File: config.mk
export PLATFORM = sky130hd
export DESIGN_NAME = cpu_core
export DESIGN_NICKNAME = d
export VERILOG_FILES = /design/src/logic/cpu_pkg.sv /design/src/logic/register_file.sv /design/src/logic/decode_stage.sv /design/src/logic/alu.sv /design/src/logic/forwarding_unit.sv /design/src/logic/execute_stage.sv /design/src/logic/memory_stage.sv /design/src/logic/cpu_core.sv
export VERILOG_INCLUDE_DIRS = /design/src /design/src/include
export SDC_FILE = /design/constraint.sdc
export NUM_CORES = 2
export LEC_CHECK = 0
export BUFFER_PORTS_ARGS = -buffer_cell sky130_fd_sc_hd__buf_4
export CAP_MARGIN = 20
export CORE_MARGIN = 5
export CORE_UTILIZATION = 55
export DETAILED_ROUTE_END_ITERATION = 6
export GPL_ROUTABILITY_DRIVEN = 0
export HOLD_SLACK_MARGIN = 0.05
export PLACE_DENSITY = 0.73
export SLEW_MARGIN = 5
export SYNTH_ARGS = -nofsm -noshare
export SYNTH_HDL_FRONTEND = slang
export SYNTH_SLANG_ARGS = --single-unit
File: constraint.sdc
create_clock -name clk -period 23 [get_ports clk]
set_clock_uncertainty 0.05 [all_clocks]
set_input_delay 2.3 -clock clk [delete_from_list [all_inputs] [get_ports clk]]
set_output_delay 2.3 -clock clk [all_outputs]
set_load 0.05 [all_outputs]
File: src/include/cpu_consts.svh
`ifndef CPU_CONSTS_SVH
`define CPU_CONSTS_SVH

// datapath and storage sizes.
`define CPU_DATA_W 16
`define CPU_REG_N  16
`define CPU_MEM_N  16

// opcode values, held in bits 15..12 of the instruction.
`define CPU_OP_ADD 4'h0
`define CPU_OP_SUB 4'h1
`define CPU_OP_AND 4'h2
`define CPU_OP_OR  4'h3
`define CPU_OP_XOR 4'h4
`define CPU_OP_SHL 4'h5
`define CPU_OP_SHR 4'h6
`define CPU_OP_LDI 4'h7
`define CPU_OP_LD  4'h8
`define CPU_OP_ST  4'h9

`endif

File: src/logic/cpu_pkg.sv
`default_nettype none

package cpu_pkg;

    `include "cpu_consts.svh"

    typedef logic [`CPU_DATA_W-1:0]         word_t;
    typedef logic [$clog2(`CPU_REG_N)-1:0]  reg_addr_t;

    // opcode in 15..12, rd in 11..8, ra in 7..4, rb in 3..0.
    // LDI carries an 8-bit immediate in 7..0.
    typedef logic [15:0] instr_t;

    typedef enum logic [3:0] {
        op_add = `CPU_OP_ADD,
        op_sub = `CPU_OP_SUB,
        op_and = `CPU_OP_AND,
        op_or  = `CPU_OP_OR,
        op_xor = `CPU_OP_XOR,
        op_shl = `CPU_OP_SHL,
        op_shr = `CPU_OP_SHR,
        op_ldi = `CPU_OP_LDI,
        op_ld  = `CPU_OP_LD,
        op_st  = `CPU_OP_ST
    } opcode_e;

    typedef enum logic [2:0] {
        alu_pass_b,
        alu_add,
        alu_sub,
        alu_and,
        alu_or,
        alu_xor,
        alu_shl,
        alu_shr
    } alu_control_e;

    typedef struct packed {
        logic mem_rd;
        logic mem_wr;
    } memc_t;

    typedef struct packed {
        word_t a;
        word_t b;
    } alu_in_t;

    typedef struct packed {
        logic zero;
        logic carry;
    } status_t;

    typedef struct packed {
        logic         valid;
        alu_in_t      alu_in;
        alu_control_e alu_control;
        memc_t        memc;
        word_t        r1_data;
        reg_addr_t    ra;
        reg_addr_t    rb;
        reg_addr_t    rd;
        logic         reg_wr;
    } dec_t;

    typedef struct packed {
        logic      valid;
        memc_t     memc;
        word_t     alu_out;
        word_t     r1_data;
        reg_addr_t rd;
        logic      reg_wr;
    } ex_t;

endpackage

`default_nettype wire

File: src/logic/register_file.sv
`timescale 1ns/100ps
`default_nettype none

`include "cpu_consts.svh"

module register_file (
    input  wire                clk,
    input  wire                rst,
    input  cpu_pkg::reg_addr_t rd_addr_a,
    input  cpu_pkg::reg_addr_t rd_addr_b,
    input  cpu_pkg::reg_addr_t rd_addr_c,
    input  wire                wr_en,
    input  cpu_pkg::reg_addr_t wr_addr,
    input  cpu_pkg::word_t     wr_data,
    output cpu_pkg::word_t     rd_data_a,
    output cpu_pkg::word_t     rd_data_b,
    output cpu_pkg::word_t     rd_data_c
);

    cpu_pkg::word_t regs [`CPU_REG_N];

    // a read of the register being written this cycle sees the new value.
    function automatic cpu_pkg::word_t read_port(input cpu_pkg::reg_addr_t addr);
        if (wr_en && (wr_addr == addr)) begin
            return wr_data;
        end
        return regs[addr];
    endfunction

    always_ff @(posedge clk or posedge rst) begin
        if (rst) begin
            for (int i = 0; i < `CPU_REG_N; i++) begin
                regs[i] <= '0;
            end
        end else if (wr_en) begin
            regs[wr_addr] <= wr_data;
        end
    end

    always_comb begin
        rd_data_a = read_port(rd_addr_a);
        rd_data_b = read_port(rd_addr_b);
        rd_data_c = read_port(rd_addr_c);
    end

endmodule

`default_nettype wire

File: src/logic/decode_stage.sv
`timescale 1ns/100ps
`default_nettype none

module decode_stage (
    input  wire                 clk,
    input  wire                 rst,
    input  wire                 stall,
    input  wire                 instr_valid,
    input  cpu_pkg::instr_t     instr,
    input  cpu_pkg::word_t      rd_data_a,
    input  cpu_pkg::word_t      rd_data_b,
    input  cpu_pkg::word_t      rd_data_c,
    output cpu_pkg::reg_addr_t  rd_addr_a,
    output cpu_pkg::reg_addr_t  rd_addr_b,
    output cpu_pkg::reg_addr_t  rd_addr_c,
    output cpu_pkg::dec_t       dec
);

    cpu_pkg::opcode_e opcode;
    logic             is_mem;
    cpu_pkg::dec_t    dec_next;

    assign opcode = cpu_pkg::opcode_e'(instr[15:12]);
    assign is_mem = (opcode == cpu_pkg::op_ld) || (opcode == cpu_pkg::op_st);

    // loads and stores route ra onto operand b, so the address is a pass_b
    // and forwarding on b tracks ra for them.
    assign rd_addr_a = instr[7:4];
    assign rd_addr_b = is_mem ? instr[7:4] : instr[3:0];
    assign rd_addr_c = instr[11:8];

    always_comb begin
        dec_next             = '0;
        dec_next.valid       = instr_valid;
        dec_next.alu_in.a    = rd_data_a;
        dec_next.alu_in.b    = rd_data_b;
        dec_next.alu_control = cpu_pkg::alu_pass_b;
        dec_next.r1_data     = rd_data_c;
        dec_next.ra          = rd_addr_a;
        dec_next.rb          = rd_addr_b;
        dec_next.rd          = rd_addr_c;

        case (opcode)
            cpu_pkg::op_add: dec_next.alu_control = cpu_pkg::alu_add;
            cpu_pkg::op_sub: dec_next.alu_control = cpu_pkg::alu_sub;
            cpu_pkg::op_and: dec_next.alu_control = cpu_pkg::alu_and;
            cpu_pkg::op_or:  dec_next.alu_control = cpu_pkg::alu_or;
            cpu_pkg::op_xor: dec_next.alu_control = cpu_pkg::alu_xor;
            cpu_pkg::op_shl: dec_next.alu_control = cpu_pkg::alu_shl;
            cpu_pkg::op_shr: dec_next.alu_control = cpu_pkg::alu_shr;
            cpu_pkg::op_ldi: dec_next.alu_in.b = cpu_pkg::word_t'(instr[7:0]);
            cpu_pkg::op_ld:  dec_next.memc.mem_rd = instr_valid;
            cpu_pkg::op_st:  dec_next.memc.mem_wr = instr_valid;
            default: ;
        endcase

        // stores and undefined opcodes leave the register file alone.
        dec_next.reg_wr = instr_valid && (opcode <= cpu_pkg::op_ld);
    end

    always_ff @(posedge clk or posedge rst) begin
        if (rst) begin
            dec <= '0;
        end else if (!stall) begin
            dec <= dec_next;
        end
    end

endmodule

`default_nettype wire

File: src/logic/alu.sv
`timescale 1ns/100ps
`default_nettype none

module alu (
    input  cpu_pkg::alu_in_t      in,
    input  cpu_pkg::alu_control_e control,
    output cpu_pkg::word_t        out,
    output cpu_pkg::status_t      stat
);

    localparam int sh_w = $clog2($bits(cpu_pkg::word_t));

    logic [sh_w-1:0] shamt;
    cpu_pkg::word_t  res;
    logic            carry;

    assign shamt = in.b[sh_w-1:0];

    always_comb begin
        res   = in.b;
        carry = 1'b0;
        case (control)
            cpu_pkg::alu_add: {carry, res} = {1'b0, in.a} + {1'b0, in.b};
            // the top bit wraps to one exactly when a borrow is taken.
            cpu_pkg::alu_sub: {carry, res} = {1'b0, in.a} - {1'b0, in.b};
            cpu_pkg::alu_and: res = in.a & in.b;
            cpu_pkg::alu_or:  res = in.a | in.b;
            cpu_pkg::alu_xor: res = in.a ^ in.b;
            // the extra bit on each shift catches the last bit pushed out.
            cpu_pkg::alu_shl: {carry, res} = {1'b0, in.a} << shamt;
            cpu_pkg::alu_shr: {res, carry} = {in.a, 1'b0} >> shamt;
            default: res = in.b;
        endcase
    end

    assign out        = res;
    assign stat.zero  = (res == '0);
    assign stat.carry = carry;

endmodule

`default_nettype wire

File: src/logic/forwarding_unit.sv
`timescale 1ns/100ps
`default_nettype none

module forwarding_unit (
    input  cpu_pkg::dec_t      dec,
    input  cpu_pkg::reg_addr_t s3_rd,
    input  wire                s3_reg_wr,
    output logic               haz1,
    output logic               haz2,
    output logic               haz8
);

    logic is_ldi;

    // LDI is the only pass_b that touches no memory, and its b is an immediate.
    assign is_ldi = (dec.alu_control == cpu_pkg::alu_pass_b) &&
                    !dec.memc.mem_rd && !dec.memc.mem_wr;

    assign haz1 = s3_reg_wr && (dec.ra == s3_rd);
    assign haz2 = s3_reg_wr && (dec.rb == s3_rd) && !is_ldi;
    // the store source is the rd field.
    assign haz8 = s3_reg_wr && (dec.rd == s3_rd) && dec.memc.mem_wr;

endmodule

`default_nettype wire

File: src/logic/execute_stage.sv
`timescale 1ns/100ps
`default_nettype none

module execute_stage (
    input  wire               clk,
    input  wire               rst,
    input  wire               stall,
    input  cpu_pkg::dec_t     dec,
    input  wire               haz1,
    input  wire               haz2,
    input  wire               haz8,
    input  cpu_pkg::word_t    s3_data,
    output cpu_pkg::ex_t      ex,
    output cpu_pkg::status_t  flags
);

    cpu_pkg::alu_in_t alu_muxed;
    cpu_pkg::word_t   r1_data_muxed;
    cpu_pkg::word_t   alu_out;
    cpu_pkg::status_t alu_stat;
    cpu_pkg::status_t stat_q;

    // operand and store data selects between the decoded value and the
    // result being retired one stage ahead.
    assign alu_muxed.a   = haz1 ? s3_data : dec.alu_in.a;
    assign alu_muxed.b   = haz2 ? s3_data : dec.alu_in.b;
    assign r1_data_muxed = haz8 ? s3_data : dec.r1_data;

    alu main_alu (
        .in      (alu_muxed),
        .control (dec.alu_control),
        .out     (alu_out),
        .stat    (alu_stat)
    );

    always_ff @(posedge clk or posedge rst) begin
        if (rst) begin
            ex     <= '0;
            stat_q <= '0;
            flags  <= '0;
        end else if (!stall) begin
            ex.valid   <= dec.valid;
            ex.memc    <= dec.memc;
            ex.alu_out <= alu_out;
            ex.r1_data <= r1_data_muxed;
            ex.rd      <= dec.rd;
            ex.reg_wr  <= dec.reg_wr;
            // status rides along one more stage so flags match the write-back.
            stat_q     <= alu_stat;
            flags      <= stat_q;
        end
    end

endmodule

`default_nettype wire

File: src/logic/memory_stage.sv
`timescale 1ns/100ps
`default_nettype none

`include "cpu_consts.svh"

module memory_stage (
    input  wire                 clk,
    input  wire                 rst,
    input  wire                 stall,
    input  cpu_pkg::ex_t        ex,
    output logic                wr_en,
    output cpu_pkg::reg_addr_t  wr_addr,
    output cpu_pkg::word_t      wr_data,
    output cpu_pkg::word_t      s3_data,
    output cpu_pkg::reg_addr_t  s3_rd,
    output logic                s3_reg_wr
);

    localparam int mem_aw = $clog2(`CPU_MEM_N);

    cpu_pkg::word_t     mem [`CPU_MEM_N];
    logic [mem_aw-1:0]  mem_addr;
    logic               s3_reg_wr_q;

    assign mem_addr = ex.alu_out[mem_aw-1:0];

    always_ff @(posedge clk or posedge rst) begin
        if (rst) begin
            for (int i = 0; i < `CPU_MEM_N; i++) begin
                mem[i] <= '0;
            end
        end else if (!stall && ex.valid && ex.memc.mem_wr) begin
            mem[mem_addr] <= ex.r1_data;
        end
    end

    // the result is written into the register file at the edge that latches
    // stage 3, so the same value feeds forwarding and the write-through read.
    assign wr_en   = ex.reg_wr & ~stall;
    assign wr_addr = ex.rd;
    assign wr_data = ex.memc.mem_rd ? mem[mem_addr] : ex.alu_out;

    always_ff @(posedge clk or posedge rst) begin
        if (rst) begin
            s3_reg_wr_q <= 1'b0;
        end else if (!stall) begin
            s3_reg_wr_q <= ex.reg_wr;
        end
    end

    always_ff @(posedge clk) begin
        if (!stall) begin
            s3_data <= wr_data;
            s3_rd   <= ex.rd;
        end
    end

    // the retire strobe drops while stalled, so each record shows once.
    assign s3_reg_wr = s3_reg_wr_q & ~stall;

endmodule

`default_nettype wire

File: src/logic/cpu_core.sv
`timescale 1ns/100ps
`default_nettype none

module cpu_core (
    input  wire                 clk,
    input  wire                 rst,
    input  wire                 stall,
    input  wire                 instr_valid,
    input  cpu_pkg::instr_t     instr,
    output logic                wb_en,
    output cpu_pkg::reg_addr_t  wb_addr,
    output cpu_pkg::word_t      wb_data,
    output cpu_pkg::status_t    flags
);

    cpu_pkg::reg_addr_t rd_addr_a;
    cpu_pkg::reg_addr_t rd_addr_b;
    cpu_pkg::reg_addr_t rd_addr_c;
    cpu_pkg::word_t     rd_data_a;
    cpu_pkg::word_t     rd_data_b;
    cpu_pkg::word_t     rd_data_c;
    cpu_pkg::dec_t      dec;
    cpu_pkg::ex_t       ex;
    logic               haz1;
    logic               haz2;
    logic               haz8;
    logic               wr_en;
    cpu_pkg::reg_addr_t wr_addr;
    cpu_pkg::word_t     wr_data;

    register_file u_register_file (
        .clk       (clk),
        .rst       (rst),
        .rd_addr_a (rd_addr_a),
        .rd_addr_b (rd_addr_b),
        .rd_addr_c (rd_addr_c),
        .wr_en     (wr_en),
        .wr_addr   (wr_addr),
        .wr_data   (wr_data),
        .rd_data_a (rd_data_a),
        .rd_data_b (rd_data_b),
        .rd_data_c (rd_data_c)
    );

    decode_stage u_decode_stage (
        .clk         (clk),
        .rst         (rst),
        .stall       (stall),
        .instr_valid (instr_valid),
        .instr       (instr),
        .rd_data_a   (rd_data_a),
        .rd_data_b   (rd_data_b),
        .rd_data_c   (rd_data_c),
        .rd_addr_a   (rd_addr_a),
        .rd_addr_b   (rd_addr_b),
        .rd_addr_c   (rd_addr_c),
        .dec         (dec)
    );

    // forwarding taps the result on its way into the register file.
    forwarding_unit u_forwarding_unit (
        .dec       (dec),
        .s3_rd     (wr_addr),
        .s3_reg_wr (wr_en),
        .haz1      (haz1),
        .haz2      (haz2),
        .haz8      (haz8)
    );

    execute_stage u_execute_stage (
        .clk     (clk),
        .rst     (rst),
        .stall   (stall),
        .dec     (dec),
        .haz1    (haz1),
        .haz2    (haz2),
        .haz8    (haz8),
        .s3_data (wr_data),
        .ex      (ex),
        .flags   (flags)
    );

    memory_stage u_memory_stage (
        .clk       (clk),
        .rst       (rst),
        .stall     (stall),
        .ex        (ex),
        .wr_en     (wr_en),
        .wr_addr   (wr_addr),
        .wr_data   (wr_data),
        .s3_data   (wb_data),
        .s3_rd     (wb_addr),
        .s3_reg_wr (wb_en)
    );

endmodule

`default_nettype wire

=== Word-level counts from Yosys, hierarchy flattened ===
Index checks and enable logic that the tools add are counted.

* Register bits: 644
* Bits in latches: 0
* RAM bits: 0
* Bits in read-only memories: 0
* Input bits: 20
* Word-level logic and storage cells: 163
* Memories kept: 0

* Add/subtract/negate cells: 2
* Multipliers: 0
* Divide/modulo/power cells: 0
* Order comparisons: 8
* Eq/ne operators: 22
* Shift-type cells: 2
* Muxes and demuxes: 38
* Bitwise operators: 11
* Reduce and logical (&&, ||, !) cells: 23

{| class="wikitable"
|+ Operators by type and width
! operator !! number
|-
| $bwmux 256 || 2
|-
| $mux 16 || 21
|-
| $bmux 16 s4 || 4
|-
| $demux 16 s4 || 2
|-
| $pmux 16 s7 || 1
|-
| $ge 5x5->1 const B || 5
|-
| $not 4->5 || 5
|-
| $eq 4x4->1 || 6
|-
| $pmux 3 s7 || 1
|-
| $add 16x16->17 || 1
|-
| $shl 16x4->17 || 1
|-
| $shr 17x4->17 || 1
|-
| $sub 16x16->17 || 1
|-
| $and 16x16->16 || 1
|-
| $eq 4x3->1 const B || 4
|-
| $logic_not 16->1 || 1
|-
| $or 16x16->16 || 1
|-
| $xor 16x16->16 || 1
|-
| $logic_and 1x1->1 || 15
|-
| $eq 3x3->1 const B || 4
|-
| $lt 5x1->1 const B || 2
|-
| $eq 4x2->1 const B || 2
|-
| $eq 4x4->1 const B || 2
|-
| $eq 3x2->1 const B || 2
|-
| 12 further kinds || 20
|}

=== Logic depth before layout (Yosys ltp) ===
* Word-level depth: 9
* Mapped depth: 23

=== By module ===
From an unflattened synthesis, not the netlist that was laid out.

* Cell total of the unflattened synthesis: 2,854
* Area, all modules: 38,813.5 um^2

{| class="wikitable"
|+ By module, submodules not included
! module !! times used !! cells an instance !! area an instance (um^2) !! seq. area each (um^2)
|-
| register_file || 1 || 1,060 || 16,587.2 || 6,406.1
|-
| memory_stage || 1 || 797 || 12,570.8 || 7,031.7
|-
| alu || 1 || 600 || 4,282.9 || 0.0
|-
| decode_stage || 1 || 209 || 2,800.2 || 1,676.6
|-
| execute_stage || 1 || 166 || 2,404.8 || 1,101.1
|-
| forwarding_unit || 1 || 22 || 167.7 || 0.0
|}

=== Worst setup path after synthesis ===
Ideal clock, no wire load.

* Path kind: input to register
* From: input port stall
* To: register u_execute_stage.stat_q[1] (netlist name)
* Setup time: 0.104 ns
* Data arrival time: 7.129 ns
* Setup slack: 15.718 ns
* Cell stages on the path: 22
* Buffers on the path: 6
* Cells stage by stage: clkbuf_1 -> nor2b_1 -> buf_2 -> o311a_4 -> nor2b_4 -> buf_8 -> mux2i_4 -> buf_6 -> buf_2 -> buf_1 -> ha_1 -> or2_2 -> a221oi_1 -> nor3_1 -> o41ai_1 -> a221oi_1 -> xnor2_1 -> nor2_1 -> nor4_1 -> a32oi_1 -> a2111o_1 -> o41ai_2

* Word-level cells in the longest chain between the ends: 8

{| class="wikitable"
|+ Ends and longest elaborated chain
! item !! RTL line !! source
|-
| start: declaration || cpu_core.sv:7 || <nowiki>input wire stall,</nowiki>
|-
| $not 1->1 || memory_stage.sv:39 || <nowiki>assign wr_en = ex.reg_wr & ~stall;</nowiki>
|-
| $and 1x1->1 || memory_stage.sv:39 ||
|-
| $logic_and 1x1->1 (2 in series) || forwarding_unit.sv:20 || <nowiki>assign haz2 = s3_reg_wr && (dec.rb == s3_rd) && !is_ldi;</nowiki>
|-
| $mux 16 || execute_stage.sv:26 || <nowiki>assign alu_muxed.b = haz2 ? s3_data : dec.alu_in.b;</nowiki>
|-
| $sub 16x16->17, or another cell as far along || alu.sv:25 || <nowiki>cpu_pkg::alu_sub: {carry, res} = {1'b0, in.a} - {1'b0, in.b};</nowiki>
|-
| $pmux 16 s7 || alu.sv:22 || <nowiki>case (control)</nowiki>
|-
| $logic_not 16->1 || alu.sv:37 || <nowiki>assign stat.zero = (res == '0);</nowiki>
|-
| end signal: assignment || execute_stage.sv:49 || <nowiki>stat_q <= alu_stat;</nowiki>
|-
| end: declaration || execute_stage.sv:21 || <nowiki>cpu_pkg::status_t stat_q;</nowiki>
|}

Several ways; a longest one is shown, not always the timed one.
A chain may end at the register's enable or synchronous reset.

=== Final worst setup path ===
Same ends and word-level chain as after synthesis.

==> results.cfg <==
[critical_path]
worstPathRequired_ns = 23.47
reg2reg_slack_ns = 15.09
reg2reg_to = u_execute_stage.stat_q[1]$_DFFE_PP0N_
path_max_fanout = 64
cp-start-kind = input pin
slowest_stage = mux2i_4
path_buf_inv = 2
crit_path_max_incr_delay_ns = 0.91
critPathTopFamily = compound AO/OA/AOI/OAI gates
r2r_cells = 19
crit_type = in2reg
end_kind = flip-flop
r2r-start = u_execute_stage.ex[22]$_DFFE_PP0N_
path_cells = buf_6, nor2b_1, o311a_4, nor2b_4, mux2i_4, inv_2, ha_1, or2_2, a221oi_1, nor3_1, o41ai_1, o22ai_1, mux2i_1, nand3_1, o32ai_1, nand4_1, a2111o_1, o41ai_2
arrival_ns = 9.08
cp-startpoint = stall

[placed_design]
numPortBuffers = 42
dp_hpwl_um = 67980
place_ws_ns = 14.00
placedInstanceArea_um2 = 38400
dp_cells = 3686

[logic_synthesis]
synthCells = 2966
synthTopCellsByCount = dfrtp_1, mux2_2, mux4_2, nand2_1, clkbuf_1
synth_area_um2 = 37390
synth-seq-cells = 644
synth_edf_count = 20
ys.flop_type = dfrtp_1
syn_avg_cell_area_um2 = 12.61
synth_cell_type_count = 90
netlist.area_leader.share_pct = 41.77
ys_async_sr_fraction_pct = 96.89
ys_warn_count = 0
ys_seq_area_share_pct = 43.37
post-synth-top-count-cell = dfrtp_1
synth_top_area_cell = dfrtp_1
synth.area.top_cells = dfrtp_1, mux4_2, mux2_2
synth_nets = 3041

[cts]
post-cts-setup-buffers = 0
ctsLongestPathBuffers = 3
cts_hold_buffers = 0
cts_resized = 0
cts_buffers = 70
h-tree-depth = 3
path_clk_slew_ns = 0.06
cts.sinks = 644
clock_latency_ns = 0.63
cts_tree = yes
cts_root_buffer = clkbuf_16

[layout]
area_growth_pct = 9.237
fin_cells = 3820
stdcell_area_um2 = 40840
fin_nets = 2964
layout-drive-gt1-share_pct = 37.03
utilization_pct = 60.70

[status]
violations = DRC
outcome = finished with violations

[sta]
slew_viol_final = 0
finalWorstSetupSlack_ns = 14.39
rsz0062_at_grt = no
finalHoldViolCount = 0
max_freq_mhz = 116.2
period_minus_slack_ns = 8.607
relSlewSlack_pct = 20.04
setup_tns_ns = 0
worst_pin_slew_ns = 1.197
hold_slack_ns = 0.4327
fin_crit_sh_pct = 37.42
finalSetupViolCount = 0

[pwr]
fin_total_pwr_mw = 3.867
vdd_drop_max_v = 0.00007598
power.density_nw_per_um2 = 94.68
p_leak_nw = 18.26

[hold_path]
min_from = u_decode_stage.dec[0]$_DFFE_PP0N_
hold_class = reg2reg
holdPathStages = 2
worstHoldEndpoint = u_decode_stage.dec[0]$_DFFE_PP0N_

[global_route]
overflow = 0
grt_pass1_vias = 27470
antenna_found_initial = 2
track_usage_pct = 29.43
grt_pass1_wl_um = 168000
grt_max_degree = 188

[floorplan]
die_w_um = 270.7
initial_utilization_pct = 55.57
die_h_um = 270.7
num_rows = 95
io_pins = 43
die-area_um2 = 73290
coreArea_um2 = 67280

[routing]
routed_wl_um = 109100
first_iter_violations = 3545
dr.pass1.iters = 7
num_vias = 27010
postRouteAntennaNets = 0
post_drt_wl_per_cell_um = 28.55
drc = 39
viasPerCell = 7.071

[flow_run]
cap_violations = 0
-- cell families after synthesis --
kind of cell	count (synthesis)	synth area share, %
and+or+nand+nor	512	6.007
DFF	644	43.37
xor gates and xnor gates	29	0.6794
adders and majority gates	55	1.881
buffers and inverters	329	3.685
muxes	916	35.74
AOI/OAI and AO/OA	481	8.638
-- metal layers --
metal	track usage [%]	up-vias	share of wire, %	routed length [µm]
li1	-	11040	-	-
met1	40.57	13870	39	42950
met2	44.52	1700	45	48810
met3	8.604	402	11	11830
met4	11.43	4	4.9	5355
met5	1.184	-	0.12	131
-- where the power goes --
part,switching (mW),total (mW),internal [mW]
Clock,0.481,1.15,0.670
Combinational,0.647,1.17,0.521
Sequential,0.226,1.55,1.32
-- layout by cell type, fill, tap and decap left out, drive strengths merged, types with 11 or more instances in the layout --
cell and instances:
dfrtp 624, o21ai 162, xor2 11, a22oi 34
o211ai 16, clkbuf 104, a221oi 15, nor3 31
mux2 502, mux2i 139, a211oi 31, inv 65
a31oi 30, nand2b 12, nor2b 16, buf 117
xnor2 18, o221a 11, nor2 110, edfxtp 20
clkinv 17, nand3 41, ha 53, a22o 13
and2 17, a21oi 79, mux4 275, nand2 254
-- layout make-up --
type | instances | area (µm²)
clock inverter | 25 | 274.0
inverter | 63 | 244.0
antenna | 1 | 2.502
fill | 5024 | 26440
multi-input combinational | 1993 | 19970
tap | 873 | 1092
clock buffer | 104 | 2092
timing repair buffer | 117 | 945.9
sequential | 644 | 16220
-- flip-flops by register name (all words and copies together) (netlist names) --
| name | count |
|---|---|
| u_memory_stage.mem | 256 |
| u_register_file.regs | 256 |
| u_decode_stage.dec | 67 |
| u_execute_stage.ex | 40 |
| u_memory_stage.s3_data | 16 |
| u_memory_stage.s3_rd | 4 |
| u_execute_stage.flags | 2 |
| u_execute_stage.stat_q | 2 |
| u_memory_stage.s3_reg_wr_q | 1 |
-- worst reg2reg max path, delay by kind of cell, from the launching register on --
kind                       cells  cell delay (ns)
AOI/OAI and AO/OA              8             3.33
muxes                          3             1.32
buffers and inverters          3             1.31
and+or+nand+nor                4             0.69
DFF                            1             0.67
adders and majority gates      1             0.40
-- worst max-delay path by stage --
stage	cells after the start	slack (ns)	endpoint
floorplan	1	3.17	u_decode_stage.dec[0]$_DFFE_PP0N_
global placement	18	14.22	u_execute_stage.stat_q[1]$_DFFE_PP0N_
detailed placement	18	14.00	u_execute_stage.stat_q[1]$_DFFE_PP0N_
CTS	18	14.68	u_execute_stage.stat_q[1]$_DFFE_PP0N_
global route	18	14.02	u_execute_stage.stat_q[1]$_DFFE_PP0N_
finish	18	14.39	u_execute_stage.stat_q[1]$_DFFE_PP0N_
No activity file was read; power rests on OpenSTA's default activity.
